$ cat src/harnessPkg.sv
`default_nettype none

package harnessPkg;

	// ----------------------------------------------------------
	// Command and character widths
	// ----------------------------------------------------------
	localparam int OpcodeWidth = 8;
	// Address/seed, data base/count and delay/offset are all one size
	localparam int FieldWidth = 32;
	localparam int CmdWidth = OpcodeWidth + 3 * FieldWidth;
	localparam int ByteWidth = 8;
	localparam int RespWidth = 32;

	// Bit period in clocks unless the top level overrides it
	localparam int DefClocksPerBit = 8;

	// ----------------------------------------------------------
	// Harness opcodes, top byte of a command
	// ----------------------------------------------------------
	typedef enum logic [OpcodeWidth-1:0] {
		cmdUpdate = 8'h00,
		cmdRead   = 8'h02,
		cmdFill   = 8'h10,
		cmdLinear = 8'h11,
		cmdStart  = 8'hff
	} harnessCmd_e;

	// Shared by the transmit and receive engines
	typedef enum logic [1:0] {
		uartIdle,
		uartStart,
		uartData,
		uartStop
	} uartState_e;

endpackage

`default_nettype wire
$ cat src/harnessLink.sv
`timescale 1ns/1ps
`default_nettype none

module harnessLink #(
	parameter int ClocksPerBit = harnessPkg::DefClocksPerBit,
	parameter int FifoDepth = 16,
	parameter int MsbFirst = 1
) (
	input  wire                              sys_clk_p,
	input  wire                              reset,
	input  wire [harnessPkg::CmdWidth-1:0]   cmdData,
	input  wire                              cmdValid,
	output logic                             cmdReady,
	output logic                             uartTxd,
	input  wire                              uartRxd,
	output logic [harnessPkg::RespWidth-1:0] respData,
	output logic                             respValid
);

	import harnessPkg::*;

	logic [ByteWidth-1:0] txByte;
	logic                 txByteValid;
	logic                 txByteReady;
	logic [ByteWidth-1:0] fifoByte;
	logic                 fifoValid;
	logic                 fifoReady;
	logic [ByteWidth-1:0] rxByte;
	logic                 rxByteValid;

	// ----------------------------------------------------------
	// Transmit chain, command to bytes to serial line
	// ----------------------------------------------------------
	commandSerializer #(
		.MsbFirst(MsbFirst)
	) serializer (
		.sys_clk_p(sys_clk_p),
		.reset(reset),
		.cmdData(cmdData),
		.cmdValid(cmdValid),
		.cmdReady(cmdReady),
		.txByte(txByte),
		.txByteValid(txByteValid),
		.txByteReady(txByteReady)
	);

	byteFifo #(
		.FifoDepth(FifoDepth)
	) txFifo (
		.sys_clk_p(sys_clk_p),
		.reset(reset),
		.inByte(txByte),
		.inValid(txByteValid),
		.inReady(txByteReady),
		.outByte(fifoByte),
		.outValid(fifoValid),
		.outReady(fifoReady)
	);

	uartTx #(
		.ClocksPerBit(ClocksPerBit)
	) transmitter (
		.sys_clk_p(sys_clk_p),
		.reset(reset),
		.txData(fifoByte),
		.txValid(fifoValid),
		.txReady(fifoReady),
		.txd(uartTxd)
	);

	// ----------------------------------------------------------
	// Receive chain, no back-pressure
	// ----------------------------------------------------------
	uartRx #(
		.ClocksPerBit(ClocksPerBit)
	) receiver (
		.sys_clk_p(sys_clk_p),
		.reset(reset),
		.rxd(uartRxd),
		.rxData(rxByte),
		.rxValid(rxByteValid)
	);

	wordAssembler assembler (
		.sys_clk_p(sys_clk_p),
		.reset(reset),
		.inByte(rxByte),
		.inValid(rxByteValid),
		.respData(respData),
		.respValid(respValid)
	);

endmodule

`default_nettype wire

$ cat src/wordAssembler.sv
`timescale 1ns/1ps
`default_nettype none

module wordAssembler (
	input  wire                              sys_clk_p,
	input  wire                              reset,
	input  wire [harnessPkg::ByteWidth-1:0]  inByte,
	input  wire                              inValid,
	output logic [harnessPkg::RespWidth-1:0] respData,
	output logic                             respValid
);

	import harnessPkg::*;

	localparam int BytesPerWord = RespWidth / ByteWidth;
	localparam int CountWidth = $clog2(BytesPerWord);

	// Holds every byte of a word but the last
	logic [RespWidth-ByteWidth-1:0] partial;
	logic [CountWidth-1:0]          byteCount;
	logic                           lastByte;

	assign lastByte = inValid && (byteCount == CountWidth'(BytesPerWord - 1));

	// Count modulo the bytes per word
	always_ff @(posedge sys_clk_p) begin
		if (reset) begin
			byteCount <= '0;
			respValid <= 1'b0;
		end else begin
			respValid <= lastByte;
			if (inValid) begin
				byteCount <= byteCount + 1'b1;
			end
		end
	end

	// Earlier bytes drift up, so the first ends most significant
	always_ff @(posedge sys_clk_p) begin
		if (inValid) begin
			partial <= {partial[RespWidth-2*ByteWidth-1:0], inByte};
		end
		if (lastByte) begin
			respData <= {partial, inByte};
		end
	end

endmodule

`default_nettype wire

$ cat src/uartRx.sv
`timescale 1ns/1ps
`default_nettype none

module uartRx #(
	parameter int ClocksPerBit = harnessPkg::DefClocksPerBit
) (
	input  wire                              sys_clk_p,
	input  wire                              reset,
	input  wire                              rxd,
	output logic [harnessPkg::ByteWidth-1:0] rxData,
	output logic                             rxValid
);

	import harnessPkg::*;

	localparam int CountWidth = (ClocksPerBit > 1) ? $clog2(ClocksPerBit) : 1;
	localparam int IndexWidth = $clog2(ByteWidth);
	localparam int HalfBit = (ClocksPerBit > 1) ? ClocksPerBit / 2 : 1;

	uartState_e            state;
	logic [CountWidth-1:0] bitCount;
	logic [IndexWidth-1:0] bitIndex;
	logic [ByteWidth-1:0]  shiftReg;
	logic                  rxdMeta;
	logic                  rxdSync;
	logic                  rxdLast;
	logic                  bitDone;
	logic                  halfDone;

	// ----------------------------------------------------------
	// Input synchronizer and edge history
	// ----------------------------------------------------------
	always_ff @(posedge sys_clk_p) begin
		if (reset) begin
			rxdMeta <= 1'b1;
			rxdSync <= 1'b1;
			rxdLast <= 1'b1;
		end else begin
			rxdMeta <= rxd;
			rxdSync <= rxdMeta;
			rxdLast <= rxdSync;
		end
	end

	assign bitDone = (bitCount == CountWidth'(ClocksPerBit - 1));
	assign halfDone = (bitCount == CountWidth'(HalfBit - 1));

	// Shifter is frozen from the last data bit until the next frame
	assign rxData = shiftReg;

	// ----------------------------------------------------------
	// Frame FSM
	// ----------------------------------------------------------
	always_ff @(posedge sys_clk_p) begin
		if (reset) begin
			state <= uartIdle;
			bitCount <= '0;
			bitIndex <= '0;
			rxValid <= 1'b0;
		end else begin
			rxValid <= 1'b0;
			bitCount <= bitDone ? '0 : bitCount + 1'b1;
			case (state)
				uartIdle: begin
					bitCount <= '0;
					// Falling edge opens a frame
					if (rxdLast && !rxdSync) begin
						state <= uartStart;
					end
				end
				uartStart: begin
					// Middle of start bit, glitches go back to idle
					if (halfDone) begin
						bitCount <= '0;
						bitIndex <= '0;
						state <= rxdSync ? uartIdle : uartData;
					end
				end
				uartData: begin
					if (bitDone) begin
						shiftReg <= {rxdSync, shiftReg[ByteWidth-1:1]};
						bitIndex <= bitIndex + 1'b1;
						if (bitIndex == IndexWidth'(ByteWidth - 1)) begin
							state <= uartStop;
						end
					end
				end
				uartStop: begin
					// Low stop bit means a broken frame, byte dropped
					if (bitDone) begin
						rxValid <= rxdSync;
						state <= uartIdle;
					end
				end
				default: state <= uartIdle;
			endcase
		end
	end

endmodule

`default_nettype wire

$ cat src/uartTx.sv
`timescale 1ns/1ps
`default_nettype none

module uartTx #(
	parameter int ClocksPerBit = harnessPkg::DefClocksPerBit
) (
	input  wire                             sys_clk_p,
	input  wire                             reset,
	input  wire [harnessPkg::ByteWidth-1:0] txData,
	input  wire                             txValid,
	output logic                            txReady,
	output logic                            txd
);

	import harnessPkg::*;

	localparam int CountWidth = (ClocksPerBit > 1) ? $clog2(ClocksPerBit) : 1;
	localparam int IndexWidth = $clog2(ByteWidth);

	uartState_e            state;
	logic [CountWidth-1:0] bitCount;
	logic [IndexWidth-1:0] bitIndex;
	logic [ByteWidth-1:0]  shiftReg;
	logic                  bitDone;

	assign bitDone = (bitCount == CountWidth'(ClocksPerBit - 1));
	assign txReady = (state == uartIdle);

	always_ff @(posedge sys_clk_p) begin
		if (reset) begin
			state <= uartIdle;
			bitCount <= '0;
			bitIndex <= '0;
			txd <= 1'b1;
		end else begin
			bitCount <= bitDone ? '0 : bitCount + 1'b1;
			case (state)
				uartIdle: begin
					bitCount <= '0;
					if (txValid) begin
						// Start bit goes out right away
						shiftReg <= txData;
						txd <= 1'b0;
						state <= uartStart;
					end
				end
				uartStart: begin
					if (bitDone) begin
						txd <= shiftReg[0];
						shiftReg <= shiftReg >> 1;
						bitIndex <= '0;
						state <= uartData;
					end
				end
				uartData: begin
					// LSB first, one bit per period
					if (bitDone) begin
						if (bitIndex == IndexWidth'(ByteWidth - 1)) begin
							txd <= 1'b1;
							state <= uartStop;
						end else begin
							txd <= shiftReg[0];
							shiftReg <= shiftReg >> 1;
							bitIndex <= bitIndex + 1'b1;
						end
					end
				end
				uartStop: begin
					if (bitDone) begin
						state <= uartIdle;
					end
				end
				default: state <= uartIdle;
			endcase
		end
	end

endmodule

`default_nettype wire

$ cat src/byteFifo.sv
`timescale 1ns/1ps
`default_nettype none

module byteFifo #(
	parameter int FifoDepth = 16
) (
	input  wire                              sys_clk_p,
	input  wire                              reset,
	input  wire [harnessPkg::ByteWidth-1:0]  inByte,
	input  wire                              inValid,
	output logic                             inReady,
	output logic [harnessPkg::ByteWidth-1:0] outByte,
	output logic                             outValid,
	input  wire                              outReady
);

	import harnessPkg::*;

	// Depth is a power of two, so pointers wrap on their own
	localparam int PtrWidth = $clog2(FifoDepth);

	logic [ByteWidth-1:0] mem [FifoDepth];
	logic [PtrWidth-1:0]  wrPtr;
	logic [PtrWidth-1:0]  rdPtr;
	logic [PtrWidth:0]    count;
	logic                 push;
	logic                 pop;

	assign inReady = (count != (PtrWidth + 1)'(FifoDepth));
	assign outValid = (count != '0);
	assign push = inValid && inReady;
	assign pop = outValid && outReady;

	// Head of queue shows without a read cycle
	assign outByte = mem[rdPtr];

	always_ff @(posedge sys_clk_p) begin
		if (push) begin
			mem[wrPtr] <= inByte;
		end
	end

	// Pointers and occupancy
	always_ff @(posedge sys_clk_p) begin
		if (reset) begin
			wrPtr <= '0;
			rdPtr <= '0;
			count <= '0;
		end else begin
			if (push) begin
				wrPtr <= wrPtr + 1'b1;
			end
			if (pop) begin
				rdPtr <= rdPtr + 1'b1;
			end
			// Simultaneous push and pop leaves the count alone
			case ({push, pop})
				2'b10:   count <= count + 1'b1;
				2'b01:   count <= count - 1'b1;
				default: count <= count;
			endcase
		end
	end

endmodule

`default_nettype wire

$ cat src/commandSerializer.sv
`timescale 1ns/1ps
`default_nettype none

module commandSerializer #(
	parameter int MsbFirst = 1
) (
	input  wire                            sys_clk_p,
	input  wire                            reset,
	input  wire [harnessPkg::CmdWidth-1:0] cmdData,
	input  wire                            cmdValid,
	output logic                           cmdReady,
	output logic [harnessPkg::ByteWidth-1:0] txByte,
	output logic                           txByteValid,
	input  wire                            txByteReady
);

	import harnessPkg::*;

	localparam int CmdBytes = CmdWidth / ByteWidth;
	localparam int CountWidth = $clog2(CmdBytes + 1);

	harnessCmd_e           cmdOpcode;
	logic [CmdWidth-1:0]   shiftReg;
	logic [CountWidth-1:0] bytesLeft;
	logic                  cmdAccept;
	logic                  byteTaken;

	// Opcode sits in the top byte of the command word
	assign cmdOpcode = harnessCmd_e'(cmdData[CmdWidth-1 -: OpcodeWidth]);

	// New command only once every byte has gone out
	assign cmdReady = (bytesLeft == '0);
	assign cmdAccept = cmdValid && cmdReady;
	assign txByteValid = (bytesLeft != '0);
	assign byteTaken = txByteValid && txByteReady;

	// Offered byte comes from whichever end goes first
	assign txByte = (MsbFirst != 0) ? shiftReg[CmdWidth-1 -: ByteWidth]
		: shiftReg[ByteWidth-1:0];

	// Remaining byte count
	always_ff @(posedge sys_clk_p) begin
		if (reset) begin
			bytesLeft <= '0;
		end else if (cmdAccept) begin
			bytesLeft <= CountWidth'(CmdBytes);
		end else if (byteTaken) begin
			bytesLeft <= bytesLeft - 1'b1;
		end
	end

	// Payload shifter, moves one byte per transfer
	always_ff @(posedge sys_clk_p) begin
		if (cmdAccept) begin
			shiftReg <= {cmdOpcode, cmdData[CmdWidth-OpcodeWidth-1:0]};
		end else if (byteTaken) begin
			shiftReg <= (MsbFirst != 0) ? (shiftReg << ByteWidth) : (shiftReg >> ByteWidth);
		end
	end

endmodule

`default_nettype wire

$ cat config.mk
export PLATFORM = sky130hd
export DESIGN_NAME = harnessLink
export DESIGN_NICKNAME = d
export VERILOG_FILES = /design/src/harnessPkg.sv /design/src/harnessLink.sv /design/src/wordAssembler.sv /design/src/uartRx.sv /design/src/uartTx.sv /design/src/byteFifo.sv /design/src/commandSerializer.sv
export SDC_FILE = /design/constraint.sdc
export NUM_CORES = 1
export LEC_CHECK = 0
export BUFFER_PORTS_ARGS = -buffer_cell sky130_fd_sc_hd__buf_2
export CAP_MARGIN = 10
export CORE_AREA = 2 2 164 166
export CTS_BUF_LIST = sky130_fd_sc_hd__clkbuf_8
export CTS_CLUSTER_DIAMETER = 150
export DETAILED_ROUTE_END_ITERATION = 16
export DIE_AREA = 0 0 166 168
export PLACE_DENSITY = 0.82
export SETUP_SLACK_MARGIN = 0.1
export SLEW_MARGIN = 25
export SYNTH_ARGS = -nofsm -noshare
export SYNTH_HDL_FRONTEND = slang
export SYNTH_SLANG_ARGS = --single-unit
$ cat constraint.sdc
create_clock -name sys_clk_p -period 3.05 [get_ports sys_clk_p]
set_input_delay 0.1525 -clock sys_clk_p [delete_from_list [all_inputs] [get_ports sys_clk_p]]
set_output_delay 0.1525 -clock sys_clk_p [all_outputs]
set_load 0.01 [all_outputs]
==> flow_summary.toml, run 1 <==
[finish]
multi_input_area_mm2 = 0.003638
antennaDiodeCount = 0
layout.nets = 1224
drive_gt1_share_pct = 34.99
fillers = 1661
seqCellArea_mm2 = 0.01003
areaGrowthSynthToFinish_pct = 24.61
utilization_pct = 65.84
stdcell_count = 1470

[clock_network]
h-tree-depth = 2
tritoncts = "built"
clockRootBuffer = "clkbuf_8"
cts_made_buffers = 53
clkLatencyLatePin_ns = 0.60
clkTransAtPathRegs_ns = 0.07
numClockSinks = 349
clockBufferDepth = 3

[global_routing]
grt_max_degree = 73
grt.overflow.total = 0
grt_first_pass_wirelength_mm = 43.82
grt_pass1_vias = 8300
grtUsageTotal_pct = 20.00
antenna_found_initial = 0

[timing]
max_freq_ghz = 0.3627
hold_violations = 0
finalSetupViolCount = 0
slew_headroom_pct = 39.00
period_share_pct = 90.39
tightestPinTransition_ns = 0.9149
rsz0062_at_grt = "false"
report.final.slew_viol_count = 0
setup_tns_ns = 0
period_minus_slack_ns = 2.757
clock_skew_ns = 0.04011
layout_setup_ws_ns = 0.2930

[logic_synthesis]
avgSynthCellArea_um2 = 17.69
syn_inst = 787
synth_area_leader_cell = "edfxtp_1"
ys_warn_count = 0
synth_edf_count = 304
synthFlopType = "edfxtp_1"
yosysTopAreaCellShare_pct = 65.57
ys_seq_area_share_pct = 72.04
netlist_top_cells_area = "edfxtp_1, mux2_2, dfxtp_1"
synth_fp_nets = 924
async_reset_ff_share_pct = 0
synth.cell_area_mm2 = 0.01392
ys_seq_elements = 349
synth_cell_type_count = 62

[power]
irDropWorstVdd_v = 0.0008013
powerDensity_mw_per_mm2 = 927.3
p_leak_nw = 6.377

[worst_setup_path]
path_max_fanout = 5
worst_setup_path_end_kind = "register"
slowest_stage = "or4_4"
worst-endpoint-arrival_ns = 3.26
path_cells = "or4_4 -> o21ai_4 -> inv_1 -> ha_2 -> xor2_1 -> ha_2 -> a21boi_1 -> o221ai_1 -> or4_1 -> nand4_1"
r2r_start = "txFifo.count[0]"
reg2reg_to = "txFifo.count[4]"
r2r_cells = 10
worstSetupStartpointType = "register"
cpMostUsedCell = "ha_2"
required_ns = 3.55
rrSetupSlack_ns = 0.29
crit_path_max_incr_delay_ns = 0.58
critical_path_class = "reg -> reg"

[drt]
drt-total-wl_mm = 28.41
viasPerCell = 5.406
drtPass1Iterations = 5
drt_iter0_markers = 472
drc = 0
ant_nets = 0
wire_per_inst_um = 19.33
vias = 7947

[placement]
dp.cells = 1267
gp_congestion = 0.7404
place_ws_ns = 0.1548
hpwl_mm = 15.80
port_buffers = 142

[hold_path]
min_to = "serializer.shiftReg[3]"
hold_depth = 2
hp-start = "cmdValid"
hold_path.class = "in -> reg"

[floorplanning]
die_w_um = 166
initial_core_util_pct = 52.83
core_area_mm2 = 0.02635
io_pins = 143
die_h_um = 168
dieArea_mm2 = 0.02789
rows = 60

[job]
cap_violations = 0

[outcome]
status = "completed"
==> worst max-delay path, delay by kind of cell, from the launching register on <==
| kind | cells | cell delay [ns] |
|---|---|---|
| compound gates | 3 | 0.53 |
| xor+xnor | 1 | 0.17 |
| fa+ha+maj | 2 | 0.44 |
| buf+inv | 1 | 0.06 |
| flops | 1 | 0.35 |
| simple gates | 3 | 1.16 |
==> power by group <==
part	total [W]	switching, W	internal, W	leakage [nW]
clock network	0.00408	0.00182	0.00226	0.594
logic	0.00420	0.00219	0.00201	2.54
registers	0.00780	0.000691	0.00711	3.24
total	0.0161	0.00470	0.0114	6.38
==> how the worst max path moves through the flow <==
| stage | startpoint | to | slack, ns | cells after the start |
|---|---|---|---|---|
| 2_1_floorplan | txFifo.count[1] | txFifo.count[4] | 0.10 | 12 |
| 3_3_place_gp | txFifo.count[0] | txFifo.count[4] | 0.23 | 10 |
| 3_5_place_dp | txFifo.count[0] | txFifo.count[4] | 0.15 | 10 |
| 4_1_cts | txFifo.count[0] | txFifo.count[4] | 0.13 | 10 |
| 5_1_grt | txFifo.count[0] | txFifo.count[4] | 0.12 | 10 |
| 6_report | txFifo.count[0] | txFifo.count[4] | 0.29 | 10 |
==> state kept, by name, summed over array words and instances, names as in the netlist, 5 cells and up, named ones only <==
register,count
txFifo.mem,128
serializer.shiftReg,104
assembler.respData,32
assembler.partial,24
receiver.rxData,8
transmitter.shiftReg,8
txFifo.count,5
==> cells in the mapped netlist, types with 3 or more instances <==
| cell | count |
|---|---|
| a211oi_1 | 3 |
| a21oi_1 | 11 |
| a221oi_1 | 8 |
| a22oi_1 | 3 |
| a311oi_1 | 3 |
| and2_1 | 5 |
| and3_1 | 11 |
| buf_2 | 19 |
| buf_6 | 4 |
| clkbuf_1 | 12 |
| dfxtp_1 | 45 |
| edfxtp_1 | 304 |
| ha_1 | 29 |
| inv_1 | 22 |
| mux2_2 | 97 |
| mux2i_1 | 11 |
| mux4_1 | 3 |
| mux4_2 | 30 |
| nand2_1 | 16 |
| nand2b_1 | 6 |
| nand3_1 | 6 |
| nor2_1 | 43 |
| nor2b_1 | 5 |
| nor3_1 | 9 |
| nor3b_1 | 3 |
| nor4_1 | 3 |
| nor4b_1 | 3 |
| o21ai_0 | 10 |
| o22ai_1 | 7 |
| or2_2 | 5 |
| xnor2_1 | 3 |
| xor2_1 | 6 |
==> metrics by stage <==
stage	hold slack, ns	area (µm²)	power, W
3_5_place_dp	0.3404	15150	0.01174
5_1_grt	0.02630	17350	0.01682
6_report	0.04604	17350	0.01609
3_3_place_gp	0.3374	15150	0.01152
2_1_floorplan	0.2563	13920	0.01057
4_1_cts	0.003610	17320	0.01586
==> what timing repair did <==
action | CTS | global route
hold buffers | 105 | 0
buffers inserted | 0 | 1
resized for setup | 0 | 6
endpoints found under the hold margin | 105 | 0
setup endpoints to repair | 0 | 3
==> layout by cell type, fill, tap and decap left out, types with 6 or more instances in the layout <==
cell type        n
clkbuf_8        58
ha_1            27
mux4_2          30
xor2_1           6
nand3_1          6
dlygate4sd3_1  105
nor2_1          43
a21oi_1         11
dfxtp_1         43
clkinv_1        21
buf_2          142
nand2b_1         6
mux2i_1         11
inv_1           29
nor3_1           9
and3_1          11
bufinv_16        6
buf_4           33
mux2_2          97
o22ai_1          7
edfxtp_1       304
a221oi_1         8
o21ai_0         10
nand2_1         16
==> cell type report <==
class,instances,area share [%]
Sequential cell,349,57.83
Multi-Input combinational cell,379,20.97
Timing Repair Buffer,282,11.81
Clock buffer,58,4.602
Tap cell,341,2.459
Clock inverter,39,1.846
Inverter,22,0.4760
==> logic make-up (layout without fill, tap and decap cells) <==
group / Yosys count / count (layout) / synth area share (%)
flops: 349 / 349 / 72.04
mux: 141 / 141 / 14.06
simple gates: 134 / 134 / 5.374
compound gates: 66 / 66 / 3.379
buf+inv: 59 / 401 / 1.977
fa+ha+maj: 29 / 29 / 2.606
xor+xnor: 9 / 9 / 0.5662
==> metal layers <==
| layer | vias up | GRT usage [%] | wire (µm) |
|---|---|---|---|
| li1 | 3683 | - | - |
| met1 | 3967 | 23.46 | 10740 |
| met2 | 239 | 37.07 | 15470 |
| met3 | 58 | 3.808 | 1526 |
| met4 | 0 | 6.578 | 675 |
| met5 | - | 0 | 0 |
Power figures use the tool's default switching activity.
==> inputs of run 2 (changes only) <==
CORE_AREA = 2 2 203 205   (was 2 2 164 166)
DIE_AREA = 0 0 205 207   (was 0 0 166 168)
MAX_ROUTING_LAYER = met4   (was unset)
PLACE_DENSITY = 0.63   (was 0.82)
==> flow_summary.toml, run 2 (same netlist as run 1, synthesis figures left out) <==
[worst_setup_path]
worst_setup_path_end_kind = "register"
timing.critical_path.buf_inv = 1
required_ns = 3.59
worstSetupStartpointType = "register"
crit_family = "simple AND/OR/NAND/NOR gates"
path_max_fanout = 5
crit_path_max_incr_delay_ns = 0.56
critical_path_class = "reg -> reg"
slowest_stage = "or4_4"
worst-endpoint-arrival_ns = 3.33
path_cells = "or4_4 -> o21ai_2 -> inv_1 -> ha_1 -> xor2_1 -> ha_2 -> a21boi_1 -> o221ai_2 -> or4_1 -> nand4_1"

[global_routing]
grt_first_pass_wirelength_mm = 43.66
grt_max_degree = 78
antenna_found_initial = 0
grt_pass1_vias = 8278
grtUsageTotal_pct = 13.43
grt.overflow.total = 0

[outcome]
status = "completed"

[drt]
vias = 7823
ant_nets = 0
drc = 0
drt-total-wl_mm = 27.47
drtPass1Iterations = 4
wire_per_inst_um = 16.40
viasPerCell = 4.670
drt_iter0_markers = 453

[power]
netSwitchingFraction_pct = 29.28
seq_power_share_pct = 48.9
powerDensity_mw_per_mm2 = 894.3
intPower_w = 0.01115
p_total_w = 0.01577
pwr-share-clk_pct = 24.5
pwr-share-comb_pct = 26.5
power.switching_w = 0.004617
p_leak_nw = 6.439
irDropWorstVdd_v = 0.0005767

[timing]
period_share_pct = 91.50
period_minus_slack_ns = 2.791
slew_headroom_pct = 35.03
layout_setup_ws_ns = 0.2591
setup_tns_ns = 0
rsz0062_at_grt = "false"
report.final.slew_viol_count = 0
tightestPinTransition_ns = 0.9746
clock_skew_ns = 0.03837
hold_violations = 0
max_freq_ghz = 0.3583
finalSetupViolCount = 0

[floorplanning]
core_area_mm2 = 0.04037
dieArea_mm2 = 0.04244
initial_core_util_pct = 34.49
die_w_um = 205
io_pins = 143
rows = 74
die_h_um = 207

[clock_network]
clockBufferDepth = 3
tritoncts = "built"
clkLatencyLatePin_ns = 0.64
numClockSinks = 349
cts_made_buffers = 56
clockRootBuffer = "clkbuf_8"
h-tree-depth = 2
clkTransAtPathRegs_ns = 0.06

[finish]
areaGrowthSynthToFinish_pct = 26.66
layout.nets = 1236
final_cell_mix = "edfxtp_1, buf_2, dlygate4sd3_1"
antennaDiodeCount = 0
top_register = "txFifo.mem"
fillers = 3618
layout_commonest_cell = "edfxtp_1"
drive_gt1_share_pct = 34.91
largest_reg_flops = 128
reg.largest.list = "txFifo.mem: 128 flops, serializer.shiftReg: 104 flops, assembler.respData: 32 flops"

[placement]
gp_congestion = 0.7334
port_buffers = 142
place_ws_ns = 0.1326
hpwl_mm = 16.59

[job]
cap_violations = 0

[hold_path]
hold_path.class = "in -> reg"
## run 2: cell count changes in the layout (fill, tap and decap cells not counted), sizes merged
cell,before,now
clkbuf,58,57
clkinv,25,28
inv,30,36
bufinv,6,3
dlygate4sd3,105,113
buf,177,178
## run 2: cell type report
type	instances	area [µm²]	share of cell area, %
sequential	349	10030	56.89
multi-input combinational	379	3635	20.61
timing repair buffer	291	2150	12.19
clock buffer	57	784.5	4.449
tap	532	665.6	3.775
clock inverter	45	285.3	1.618
inverter	22	82.58	0.4683
## run 2: metrics by stage
| step | hold slack [ns] | area (µm²) | std cells | util [%] |
|---|---|---|---|---|
| 2_1_floorplan | 0.2563 | 13920 | 787 | - |
| 3_3_place_gp | 0.3442 | 15400 | 1458 | 38.16 |
| 3_5_place_dp | 0.3425 | 15400 | 1458 | 38.16 |
| 4_1_cts | 0.001695 | 17610 | 1673 | 43.62 |
| 5_1_grt | 0.1002 | 17630 | 1675 | 43.68 |
| 6_report | 0.09335 | 17630 | 1675 | 43.68 |
## run 2: path summary, 6_finish.rpt
kind,start,to,slack (ns),cells after the start
hold / removal,cmdValid,serializer.bytesLeft[2],0.09,5
setup / recovery,txFifo.count[0],txFifo.count[4],0.26,10
setup reg to reg,txFifo.count[0],txFifo.count[4],0.26,10
hold reg to reg,assembler.partial[16],assembler.respData[24],0.42,0
## run 2: metal layers
metal  track usage [%]  up-vias  share of wire (%)
met2             21.66      167                 50
met3             3.587       53                5.3
li1                  -     3706                  -
met5                 -        -                  0
met4             4.168        0                2.2
met1             16.49     3897                 43
## run 2: repair_timing
item | 4_1_cts | 5_1_grt
hold endpoints to repair | 105 | 0
endpoints found under the setup margin | 1 | 1
hold buffers | 113 | 0
pin swaps | 0 | 3
setup buffers | 0 | 2
resized for setup | 1 | 4
## run 2: tightest hold or removal path: stages
cell and delay, ns:
buf_2 0.18, o21ai_0 0.17, a31oi_1 0.04, nor2_1 0.08
a311oi_1 0.05
## run 2: power groups by stage
stage          sequential, W  clock [W]  combinational (W)
2_1_floorplan        0.00754          0            0.00303
3_3_place_gp         0.00774          0            0.00391
3_5_place_dp         0.00781          0            0.00400
4_1_cts              0.00772    0.00401            0.00416
5_1_grt              0.00785    0.00422            0.00461
6_report             0.00772    0.00387            0.00418
